`config.mk`:
```
export PLATFORM = sky130hd
export DESIGN_NAME = dispatchTop
export DESIGN_NICKNAME = d
export VERILOG_FILES = /design/src/hdl/dispatchPkg.sv /design/src/hdl/dispatchPacketBuild.sv /design/src/hdl/dispatchSpaceCheck.sv /design/src/hdl/dispatchTop.sv /design/src/hdl/renameDispatchReg.sv
export SDC_FILE = /design/constraint.sdc
export NUM_CORES = 1
export LEC_CHECK = 0
export BUFFER_PORTS_ARGS = -buffer_cell sky130_fd_sc_hd__buf_2
export CORE_AREA = 5 5 252 254
export CTS_CLUSTER_SIZE = 12
export DETAILED_ROUTE_END_ITERATION = 10
export DIE_AREA = 0 0 257 259
export GPL_TIMING_DRIVEN = 0
export HOLD_SLACK_MARGIN = 0.15
export PLACE_DENSITY = 0.45
export SYNTH_ARGS = -nofsm -noshare
export SYNTH_HDL_FRONTEND = slang
export SYNTH_SLANG_ARGS = --single-unit
```
`constraint.sdc`:
```
create_clock -name clk -period 12 [get_ports clk]
set_input_delay 0.6 -clock clk [delete_from_list [all_inputs] [get_ports clk]]
set_output_delay 0.6 -clock clk [all_outputs]
set_load 0.1 [all_outputs]
```
`src/hdl/dispatchPkg.sv`:
```
//////////////////////////////
// Sizes fixed for a four-wide core with eight branch checkpoints
// Queue counts carry one extra bit so a full queue is representable
//////////////////////////////

package dispatchPkg;

  // Machine width and branch checkpoints
  localparam int DISPATCH_WIDTH      = 4;
  localparam int CHECKPOINTS         = 8;
  localparam int CHECKPOINTS_LOG     = 3;

  // Register and PC widths
  localparam int SIZE_PHYSICAL_LOG   = 6;
  localparam int SIZE_RMT_LOG        = 5;
  localparam int SIZE_PC             = 32;

  // Back-end capacities
  localparam int SIZE_LSQ            = 16;
  localparam int SIZE_LSQ_LOG        = 4;
  localparam int SIZE_ISSUEQ         = 32;
  localparam int SIZE_ISSUEQ_LOG     = 5;
  localparam int SIZE_ACTIVELIST     = 64;
  localparam int SIZE_ACTIVELIST_LOG = 6;

  // Memory class of an instruction, used for the LSQ flags
  typedef enum logic [1:0] {
    MEM_NONE  = 2'd0,
    MEM_LOAD  = 2'd1,
    MEM_STORE = 2'd2
  } memKind_t;

  // One instruction as it leaves rename
  typedef struct packed {
    logic [SIZE_PC-1:0]           pc;
    logic [SIZE_RMT_LOG-1:0]      logDest;
    logic [SIZE_PHYSICAL_LOG-1:0] phyDest;
    logic [SIZE_PHYSICAL_LOG-1:0] phySrc1;
    logic [SIZE_PHYSICAL_LOG-1:0] phySrc2;
    logic                         destValid;
    memKind_t                     memKind;
    logic [CHECKPOINTS-1:0]       branchMask;
  } renamedInst_t;

  // Lane 0 is the oldest instruction of the bundle
  typedef struct packed {
    renamedInst_t [DISPATCH_WIDTH-1:0] inst;
    logic                              valid;
  } renamedBundle_t;

  typedef struct packed {
    logic [SIZE_PHYSICAL_LOG-1:0] phyDest;
    logic [SIZE_PHYSICAL_LOG-1:0] phySrc1;
    logic [SIZE_PHYSICAL_LOG-1:0] phySrc2;
    logic                         destValid;
    memKind_t                     memKind;
    logic [CHECKPOINTS-1:0]       branchMask;
  } issueqEntry_t;

  typedef struct packed {
    logic                         isLoad;
    logic                         isStore;
    logic [SIZE_PC-1:0]           pc;
    logic [SIZE_RMT_LOG-1:0]      logDest;
    logic [SIZE_PHYSICAL_LOG-1:0] phyDest;
  } alEntry_t;

  typedef struct packed {
    logic [CHECKPOINTS-1:0] branchMask;
    logic                   isStore;
    logic                   isLoad;
  } lsqEntry_t;

  // Current occupancy of each back-end structure
  typedef struct packed {
    logic [SIZE_LSQ_LOG:0]        loadQueueCnt;
    logic [SIZE_LSQ_LOG:0]        storeQueueCnt;
    logic [SIZE_ISSUEQ_LOG:0]     issueQueueCnt;
    logic [SIZE_ACTIVELIST_LOG:0] activeListCnt;
  } queueCounts_t;

  // A branch that resolved correctly and frees its checkpoint
  typedef struct packed {
    logic                       valid;
    logic [CHECKPOINTS_LOG-1:0] tag;
  } ctrlVerify_t;

endpackage

```
`src/hdl/dispatchPacketBuild.sv`:
```
//////////////////////////////
// Purely combinational, one verified branch per cycle
//////////////////////////////

`timescale 1ns/100ps

module dispatchPacketBuild import dispatchPkg::*; (
  input  renamedBundle_t                    heldBundle_i,
  input  ctrlVerify_t                       ctrlVerify_i,
  output renamedBundle_t                    updatedBundle_o,
  output issueqEntry_t [DISPATCH_WIDTH-1:0] issueqPacket_o,
  output alEntry_t     [DISPATCH_WIDTH-1:0] alPacket_o,
  output lsqEntry_t    [DISPATCH_WIDTH-1:0] lsqPacket_o
);

  always_comb begin : buildPackets
    renamedInst_t inst;
    logic         isLoad;
    logic         isStore;

    updatedBundle_o.valid = heldBundle_i.valid;

    for (int lane = 0; lane < DISPATCH_WIDTH; lane++) begin
      inst = heldBundle_i.inst[lane];

      // A correctly resolved branch no longer guards younger instructions
      if (ctrlVerify_i.valid) begin
        inst.branchMask[ctrlVerify_i.tag] = 1'b0;
      end
      updatedBundle_o.inst[lane] = inst;

      isLoad  = (inst.memKind == MEM_LOAD);
      isStore = (inst.memKind == MEM_STORE);

      // Issue queue needs the operand tags and the dependence mask
      issueqPacket_o[lane].phyDest    = inst.phyDest;
      issueqPacket_o[lane].phySrc1    = inst.phySrc1;
      issueqPacket_o[lane].phySrc2    = inst.phySrc2;
      issueqPacket_o[lane].destValid  = inst.destValid;
      issueqPacket_o[lane].memKind    = inst.memKind;
      issueqPacket_o[lane].branchMask = inst.branchMask;

      // Active list keeps what retirement and the rename map need
      alPacket_o[lane].isLoad  = isLoad;
      alPacket_o[lane].isStore = isStore;
      alPacket_o[lane].pc      = inst.pc;
      alPacket_o[lane].logDest = inst.logDest;
      alPacket_o[lane].phyDest = inst.phyDest;

      lsqPacket_o[lane].branchMask = inst.branchMask;
      lsqPacket_o[lane].isStore    = isStore;
      lsqPacket_o[lane].isLoad     = isLoad;
    end
  end

endmodule

```
`src/hdl/dispatchSpaceCheck.sv`:
```
//////////////////////////////
// Every bundle reserves four IQ and AL slots whatever its lane mix
// An invalid bundle reserves no LSQ entries
//////////////////////////////

`timescale 1ns/100ps

module dispatchSpaceCheck import dispatchPkg::*; (
  input  renamedBundle_t heldBundle_i,
  input  queueCounts_t   queueCounts_i,
  input  logic           flagRecoverEX_i,
  output logic           stallFrontEnd_o,
  output logic           backEndReady_o
);

  logic [2:0] loadCnt;
  logic [2:0] storeCnt;
  logic       lqFull;
  logic       sqFull;
  logic       iqFull;
  logic       alFull;

  // Count the memory instructions of the held bundle
  always_comb begin
    loadCnt  = '0;
    storeCnt = '0;
    for (int lane = 0; lane < DISPATCH_WIDTH; lane++) begin
      if (heldBundle_i.valid) begin
        loadCnt  = loadCnt + {2'b00, heldBundle_i.inst[lane].memKind == MEM_LOAD};
        storeCnt = storeCnt + {2'b00, heldBundle_i.inst[lane].memKind == MEM_STORE};
      end
    end
  end

  assign lqFull = (32'(queueCounts_i.loadQueueCnt) + 32'(loadCnt)) > SIZE_LSQ;
  assign sqFull = (32'(queueCounts_i.storeQueueCnt) + 32'(storeCnt)) > SIZE_LSQ;
  assign iqFull = (32'(queueCounts_i.issueQueueCnt) + DISPATCH_WIDTH) > SIZE_ISSUEQ;
  assign alFull = (32'(queueCounts_i.activeListCnt) + DISPATCH_WIDTH) > SIZE_ACTIVELIST;

  assign stallFrontEnd_o = lqFull | sqFull | iqFull | alFull;

  // The back end takes the bundle only when it is valid, fits, and survives recovery
  assign backEndReady_o = heldBundle_i.valid & ~stallFrontEnd_o & ~flagRecoverEX_i;

endmodule

```
`src/hdl/dispatchTop.sv`:
```
//////////////////////////////
// Packets are valid only while backEndReady_o is high
// Front end must hold its bundle while stallFrontEnd_o is high
//////////////////////////////

`timescale 1ns/100ps

module dispatchTop import dispatchPkg::*; (
  input  logic                                         clk,
  input  logic                                         rstN_i,
  input  logic                                         renameReady_i,
  input  logic                                         flagRecoverEX_i,
  input  renamedBundle_t                               renamedBundle_i,
  input  queueCounts_t                                 queueCounts_i,
  input  ctrlVerify_t                                  ctrlVerify_i,
  output issueqEntry_t [DISPATCH_WIDTH-1:0]            issueqPacket_o,
  output alEntry_t     [DISPATCH_WIDTH-1:0]            alPacket_o,
  output lsqEntry_t    [DISPATCH_WIDTH-1:0]            lsqPacket_o,
  output logic [DISPATCH_WIDTH-1:0][CHECKPOINTS-1:0]   updatedBranchMask_o,
  output logic                                         backEndReady_o,
  output logic                                         stallFrontEnd_o
);

  renamedBundle_t heldBundle;
  renamedBundle_t updatedBundle;

  renameDispatchReg u_reg (
    .clk             (clk),
    .rstN_i          (rstN_i),
    .renameReady_i   (renameReady_i),
    .flagRecoverEX_i (flagRecoverEX_i),
    .stallFrontEnd_i (stallFrontEnd_o),
    .renamedBundle_i (renamedBundle_i),
    .updatedBundle_i (updatedBundle),
    .heldBundle_o    (heldBundle)
  );

  dispatchSpaceCheck u_space (
    .heldBundle_i    (heldBundle),
    .queueCounts_i   (queueCounts_i),
    .flagRecoverEX_i (flagRecoverEX_i),
    .stallFrontEnd_o (stallFrontEnd_o),
    .backEndReady_o  (backEndReady_o)
  );

  dispatchPacketBuild u_build (
    .heldBundle_i    (heldBundle),
    .ctrlVerify_i    (ctrlVerify_i),
    .updatedBundle_o (updatedBundle),
    .issueqPacket_o  (issueqPacket_o),
    .alPacket_o      (alPacket_o),
    .lsqPacket_o     (lsqPacket_o)
  );

  // Masks fed back to rename so a stalled bundle stays consistent
  for (genvar lane = 0; lane < DISPATCH_WIDTH; lane++) begin : genMask
    assign updatedBranchMask_o[lane] = updatedBundle.inst[lane].branchMask;
  end

endmodule

```
`src/hdl/renameDispatchReg.sv`:
```
//////////////////////////////
// Payload has no reset, only the bundle valid bit is cleared
//////////////////////////////

`timescale 1ns/100ps

module renameDispatchReg import dispatchPkg::*; (
  input  logic           clk,
  input  logic           rstN_i,
  input  logic           renameReady_i,
  input  logic           flagRecoverEX_i,
  input  logic           stallFrontEnd_i,
  input  renamedBundle_t renamedBundle_i,
  input  renamedBundle_t updatedBundle_i,
  output renamedBundle_t heldBundle_o
);

  always_ff @(posedge clk) begin
    if (stallFrontEnd_i) begin
      // Hold the bundle but keep any mask bit freed by a verified branch
      heldBundle_o <= updatedBundle_i;
    end else begin
      heldBundle_o.inst  <= renamedBundle_i.inst;
      heldBundle_o.valid <= renameReady_i;
    end

    // Recovery squashes whatever sits between rename and dispatch
    if (!rstN_i || flagRecoverEX_i) begin
      heldBundle_o.valid <= 1'b0;
    end
  end

endmodule

```
==> out/qor.csv, run 1 <==
metric,value,unit
core-area,61030,sq um
cts_buffer_depth,3,
grt_pass1_wl,55.86,mm
synth.ff_latch_count,265,
cts-root-buf,clkbuf_16,
synth.avg_cell_area,15.13,sq um
drt-total-wl,38.29,mm
worstReg2RegStart,u_reg.heldBundle_o[0]$_SDFFE_PP0P_,
vias,8552,
cp-end-kind,output port,
layout-drive-gt1-share,63.77,%
combPwrFrac,29.5,%
worstHoldPathCells,1,
fin_nets,1983,
synth_fp_nets,1085,
die_y,259,um
path_class,flop to output port,
slew_headroom,57.59,%
worstPathMaxFanout,10,
insertion_delay,0.58,ns
max_freq,0.1690,GHz
cts_buffers,31,
crit_required,11.40,ns
clock_skew,0.01346,ns
syn_inst,769,
num_rows,91,
largest_register_ffs,265,
setup_viol,0,
met1_length,14.03,mm
grt_pass1_vias,9331,
synth-compound-area-share,0.7852,%
die_x,257,um
hp-start,renamedBundle_i[173],
dr.pass1.iters,4,
run_status,completed,
grt_antenna_before_repair,4,
met3_wirelength,3.851,mm
instances_no_fill,2481,
hold_end,u_reg.heldBundle_o[173]$_DFFE_PP_,
finalCriticalPeriod,5.916,ns
largestRegisters,u_reg.heldBundle_o x265,
tightest_slew,0.6406,ns
startpoint_type,flop,
hold_violations,0,
synth_adder_area_share,2.280,%
yosysWarningCount,0,
drcViolationCount,0,
synth_xor_area_share,0.3012,%
cts.sinks,265,
swShare,36.23,%
final.period_utilization,49.30,%
hpwl,29.83,mm
power_frac_seq,37.8,%
ys_seq_area_share,65.57,%
cts_tree,built,
holdCritPathClass,primary input to flop,
port_buffers,664,
viasPerCell,3.447,
regMostFlops,u_reg.heldBundle_o,
worstPathArrival,5.32,ns
die_area,66560,sq um
reg2reg_slack,6.28,ns
grt_max_degree,103,
cap_viol_max_count,0,
drtIter0Drc,329,
syn_area,11630,sq um
wire_per_inst,15.43,um
rsz0062_at_grt,no,
synthSimpleGateAreaFrac,4.937,%
finalSetupTns,0,ns
power_density,145.4,nW/um^2
yosysUniqueCellTypes,32,
gp_congestion,0.7855,
slew_violations,0,
place_inst,2225,
clockPowerShare,32.7,%
grtUsageTotal,10.71,%
overflow,0,
syn_to_final_growth,62.86,%
drtAntennaViolNets,0,
path_clk_slew,0.06,ns
wl_met2,19.47,mm
htree_levels,1,
ir_worst_vdd,0.1499,mV
r2r-end,u_reg.heldBundle_o[181]$_DFFE_PP_,
routed.top_layer,met5,
synth_top_family_by_area,buffers and inverters,
worstRegToRegCells,18,
start_util,19.06,%
io_pins,666,
cellInternalPower,1757,uW
switching_power,998.1,uW
synth_mux_area_share,4.216,%
leakagePower,0.008828,uW
worst max-delay path by stage:
stage                                        endpoint  cells after the start                               start
global placement     u_reg.heldBundle_o[25]$_DFFE_PP_                     16  u_reg.heldBundle_o[0]$_SDFFE_PP0P_
global route                           backEndReady_o                     17  u_reg.heldBundle_o[0]$_SDFFE_PP0P_
floorplan           u_reg.heldBundle_o[100]$_DFFE_PP_                     16    u_reg.heldBundle_o[10]$_DFFE_PP_
detailed placement  u_reg.heldBundle_o[181]$_DFFE_PP_                     18  u_reg.heldBundle_o[0]$_SDFFE_PP0P_
finish                                 backEndReady_o                     17  u_reg.heldBundle_o[0]$_SDFFE_PP0P_
CTS                                    backEndReady_o                     17  u_reg.heldBundle_o[0]$_SDFFE_PP0P_
per-stage QoR:
| step | hold slack [ns] | util [%] | cell area [sq um] | total power (uW) | worst slack [ns] |
|---|---|---|---|---|---|
| after global placement | 0.6133 | 26.13 | 15940 | 1826 | 0.1976 |
| final | 0.2092 | 31.04 | 18940 | 2755 | 6.084 |
| after floorplan | 0.5200 | - | 11630 | 1690 | 2.006 |
| after CTS | 0.1501 | 31.03 | 18940 | 2812 | 5.937 |
| after detailed placement | 0.6367 | 26.23 | 16010 | 1824 | 6.150 |
| after global routing | 0.1581 | 31.04 | 18940 | 2867 | 5.699 |
per-layer routing:
metal	global-route usage, %	vias to the layer above
met5	0	-
met4	3.012	2
met3	4.280	52
met2	19.72	442
met1	11.32	3922
li1	-	4134
power groups by stage:
stage	clock network (uW)	registers, uW	logic (uW)
global placement	0	1070	758
finish	900	1040	812
CTS	951	1040	818
global route	982	1040	840
floorplan	0	1060	627
detailed placement	0	1060	762
layout make-up:
cell class	count	area [sq um]
antenna	2	5.005
buffer	334	2515
clock buffer	38	802.0
clock inverter	17	138.9
fill	6260	42080
inverter	9	41.29
multi-input combinational	161	1456
sequential	265	7627
tap	790	988.4
timing repair buffer	865	5370
cells in the mapped netlist:
cell type | count | area (sq um)
a311oi_1 | 2 | 17.52
ha_1 | 18 | 225.2
o221ai_4 | 1 | 26.28
o2111ai_1 | 1 | 8.760
edfxtp_1 | 232 | 6967
nor3_1 | 1 | 5.000
o21ai_1 | 1 | 5.000
buf_6 | 3 | 33.78
dfxtp_1 | 33 | 660.6
xnor2_1 | 2 | 17.52
inv_1 | 9 | 33.78
buf_4 | 330 | 2477
mux2_2 | 8 | 90.09
nand2_1 | 7 | 26.28
nand3b_1 | 2 | 15.01
fa_1 | 2 | 40.04
clkbuf_1 | 1 | 3.750
nor2_1 | 2 | 7.510
a21oi_1 | 5 | 25.02
nand4_1 | 2 | 12.51
nor4b_4 | 1 | 23.77
nor4bb_1 | 2 | 20.02
nand3_1 | 5 | 25.02
nor3b_1 | 2 | 15.01
mux2i_1 | 1 | 10.01
and2_1 | 40 | 250.2
a21oi_2 | 1 | 8.760
mux2_4 | 26 | 390.4
nor2b_1 | 21 | 131.4
xor2_1 | 2 | 17.52
nand2b_1 | 4 | 25.02
nor4b_1 | 2 | 17.52
critical path, stage by stage (launching register included):
cell and delay (ns):
dfxtp_1 0.51, clkbuf_1 0.31, and2_1 0.18, ha_1 0.21, and2_1 0.16, ha_1 0.18, ha_1 0.26, and2_1 0.16
ha_1 0.27, and2_1 0.14, inv_1 0.06, fa_1 0.42, nand2b_1 0.18, a311oi_1 0.50, o221ai_4 0.31, buf_6 0.26
nor3b_1 0.17, buf_2 0.45
cell families after synthesis:
group | after synthesis
AO/OA/AOI/OAI | 11
XOR/XNOR | 4
adder cells (fa/ha/maj) | 20
buffers and inverters | 343
flip-flops | 265
multiplexers | 35
AND/OR/NAND/NOR | 91
placed cells by master (no fill, tap or decap), types with 2 or more instances in the layout:
cell and instances:
nor2_1 2, dfxtp_1 33, nor4b_1 2, a311oi_1 2, ha_1 18, nand3b_1 2
clkinv_2 3, xnor2_1 2, buf_2 664, inv_1 8, nand2_1 7, bufinv_16 2
dlygate4sd3_1 199, nor3b_1 2, buf_6 3, fa_1 2, clkinv_1 8, mux2_2 8
diode_2 2, clkbuf_1 8, xor2_1 2, nand4_1 2, a21oi_1 5, buf_16 2
and2_1 40, clkbuf_16 31, nor2b_1 21, nor4bb_1 2, inv_6 2, buf_4 330
nand3_1 5, nand2b_1 4, mux2_4 26, edfxtp_1 232
what timing repair did:
item | 4_1_cts | 5_1_grt
hold endpoints to repair | 199 | 0
resized for setup | 0 | 0
hold buffers | 199 | 0
buffers inserted | 0 | 0
(Power assumes the default switching activity.)
==> inputs of run 2 (changes only) <==
--- a/config.mk
+++ b/config.mk
@@ -6,13 +6,13 @@
 export NUM_CORES = 1
 export LEC_CHECK = 0
 export BUFFER_PORTS_ARGS = -buffer_cell sky130_fd_sc_hd__buf_2
-export CORE_AREA = 5 5 252 254
+export CORE_AREA = 5 5 257 259
 export CTS_CLUSTER_SIZE = 12
 export DETAILED_ROUTE_END_ITERATION = 10
-export DIE_AREA = 0 0 257 259
+export DIE_AREA = 0 0 262 264
 export GPL_TIMING_DRIVEN = 0
 export HOLD_SLACK_MARGIN = 0.15
-export PLACE_DENSITY = 0.45
+export PLACE_DENSITY = 0.46
 export SYNTH_ARGS = -nofsm -noshare
 export SYNTH_HDL_FRONTEND = slang
 export SYNTH_SLANG_ARGS = --single-unit
==> constraint.sdc (replaced) <==
create_clock -name clk -period 5.44 [get_ports clk]
set_input_delay 0.272 -clock clk [delete_from_list [all_inputs] [get_ports clk]]
set_output_delay 0.272 -clock clk [all_outputs]
set_load 0.1 [all_outputs]
==> run 2 against run 1 <==
Compared with the run above:
- critical path depth did not move
- global-route usage fell by 0.23 points
- count of clock-buffer cells in the layout fell by 3
- clock skew barely moved
- cell area rose by 5.8%
- worst hold slack improved by 0.11 ns
- first-iteration DRC count fell by 44%
- final cell count rose by 5.9%
- setup slack got worse by 5.6 ns
- via count rose by 3.3%
- non-clock buffer count rose by 76
- critical endpoint unchanged
==> out/qor.csv, run 2 (same netlist as run 1, synthesis figures left out) <==
metric,value,unit,change
grt_pass1_wl,56.18,mm,+0.58%
worstRegToRegCells,19,,+1
finalCriticalPeriod,4.937,ns,
largest_register_ffs,265,,unchanged
slew_violations,0,,unchanged
die_area,69170,sq um,+3.9%
syn_to_final_growth,72.32,%,
fin_total_pwr,6083,uW,+120%
drtAntennaViolNets,0,,unchanged
r2r-end,u_reg.heldBundle_o[252]$_DFFE_PP_,,
cp-end-kind,output port,,
insertion_delay,0.58,ns,about the same
leakagePower,0.009192,uW,+4.1%
layout_common_cells,"663 x buf_2, 334 x buf_4, 267 x dlygate4sd3_1, 232 x edfxtp_1",,
grt_pass1_vias,9632,,+3.2%
drcViolationCount,0,,unchanged
fin_nets,2060,,+3.9%
die_y,264,um,+1.9%
layout-drive-gt1-share,63.65,%,-0.11 points
cts-root-buf,clkbuf_16,,
worstPathMaxFanout,11,,+1
drtIter0Drc,185,,-44%
rsz0062_at_grt,no,,
cap_viol_max_count,0,,unchanged
port_buffers,664,,unchanged
max_freq,0.2025,GHz,
regMostFlops,u_reg.heldBundle_o,,
cts_buffer_depth,3,,unchanged
power_density,303.4,nW/um^2,+110%
start_util,18.28,%,-0.78 points
core-area,63650,sq um,+4.3%
io_pins,666,,unchanged
startpoint_type,flop,,
drt-total-wl,39.42,mm,+2.9%
hold_violations,0,,unchanged
hpwl,30.79,mm,+3.2%
dr.pass1.iters,4,,unchanged
vias,8836,,+3.3%
place_inst,2294,,+3.1%
grtUsageTotal,10.48,%,-0.23 points
cts_tree,built,,
hp-start,queueCounts_i[12],,
path_clk_slew,0.06,ns,about the same
grt_antenna_before_repair,5,,+1
slew_headroom,48.13,%,-9.5 points
num_rows,93,,+2.2%
wire_per_inst,15.00,um,-2.8%
reg2reg_slack,0.67,ns,-5.61 ns
final.period_utilization,90.76,%,
tightest_slew,0.7738,ns,+0.1332 ns
grt_max_degree,44,,-57%
gp_congestion,0.7595,,-3.3%
viasPerCell,3.364,,-2.4%
overflow,0,,unchanged
whs,0.3181,ns,+0.1089 ns
cts_buffers,31,,unchanged
largestRegisters,u_reg.heldBundle_o x265,,
worstPathArrival,4.67,ns,-0.65 ns
ir_worst_vdd,0.3122,mV,+110%
setup_viol,0,,unchanged
path_class,flop to output port,,
worstHoldPathCells,6,,+5
crit_required,5.17,ns,-6.23 ns
instances_no_fill,2627,,+5.9%
holdCritPathClass,primary input to flop,,
run_status,completed,,
worstReg2RegStart,u_reg.heldBundle_o[0]$_SDFFE_PP0P_,,
mostFrequentLayoutCell,buf_2,,
clock_skew,0.01320,ns,-0.0002676 ns
die_x,262,um,+1.9%
startpoint,u_reg.heldBundle_o[0]$_SDFFE_PP0P_,,
cts.sinks,265,,unchanged
htree_levels,1,,unchanged
hold_end,u_reg.heldBundle_o[5]$_DFF_P_,,
==> run 2: critical path, cell delays in order, from the launching register on <==
cell and delay [ns]:
dfxtp_2 0.43, clkbuf_2 0.24, and2_1 0.15, ha_1 0.22
and2_4 0.16, ha_4 0.15, ha_4 0.20, and2_1 0.15
ha_4 0.26, and2_1 0.15, inv_1 0.06, fa_2 0.36
nand2b_1 0.17, a311oi_1 0.44, o221ai_4 0.22, buf_12 0.20
nor3b_1 0.22, clkbuf_8 0.28
==> run 2: worst max-delay path by stage <==
stage,end,slack [ns],cells after the start
global placement,u_reg.heldBundle_o[128]$_DFFE_PP_,-4.63,17
CTS,backEndReady_o,0.07,17
floorplan,u_reg.heldBundle_o[100]$_DFFE_PP_,-2.39,17
global route,backEndReady_o,0.09,18
finish,backEndReady_o,0.50,17
detailed placement,u_reg.heldBundle_o[35]$_DFFE_PP_,-0.41,19
==> run 2: through the flow <==
| step | setup WS [ns] | area, sq um | utilization, % | TNS, ns |
|---|---|---|---|---|
| final | 0.5029 | 20050 | 31.49 | 0 |
| after global routing | 0.09083 | 20040 | 31.48 | 0 |
| after CTS | 0.06688 | 20020 | 31.45 | 0 |
| after detailed placement | -0.4085 | 16380 | 25.73 | -28.00 |
| after global placement | -4.625 | 16260 | 25.54 | -1067.26 |
| after floorplan | -2.394 | 11870 | - | -556.44 |
==> run 2: per-layer routing <==
layer	vias to the layer above	share of wire, %	GRT usage (%)
met5	-	0.068	0
met4	4	2.5	2.897
met3	58	12	4.358
met2	419	51	19.68
met1	4064	35	10.57
li1	4291	-	-
==> run 2: area by class of cell <==
class                   instances  area [sq um]
well taps                     855          1070
repair buffers                941          6155
flip-flops and latches        265          7629
repair inverters                1         5.005
clock inverters                23         143.9
multi-input cells             161          1683
plain buffers                 334          2525
fillers                      6434         43600
diodes                          3         7.507
inverters                       9         37.54
clock buffers                  35         790.8
==> run 2: repair_timing <==
action                     4_1_cts  5_1_grt
pin swaps                        0        0
hold endpoints to repair       265        0
resized for setup                3        2
setup buffers                    2        2
setup endpoints to repair      206       14
gates cloned                     1        0
hold buffers                   267        0
==> run 2: report_power, final <==
part	internal, uW	leakage [uW]	switching [uW]
Clock	1090	0.000457	862
Combinational	495	0.00636	1340
Sequential	2280	0.00237	16.2
Total	3870	0.00919	2220
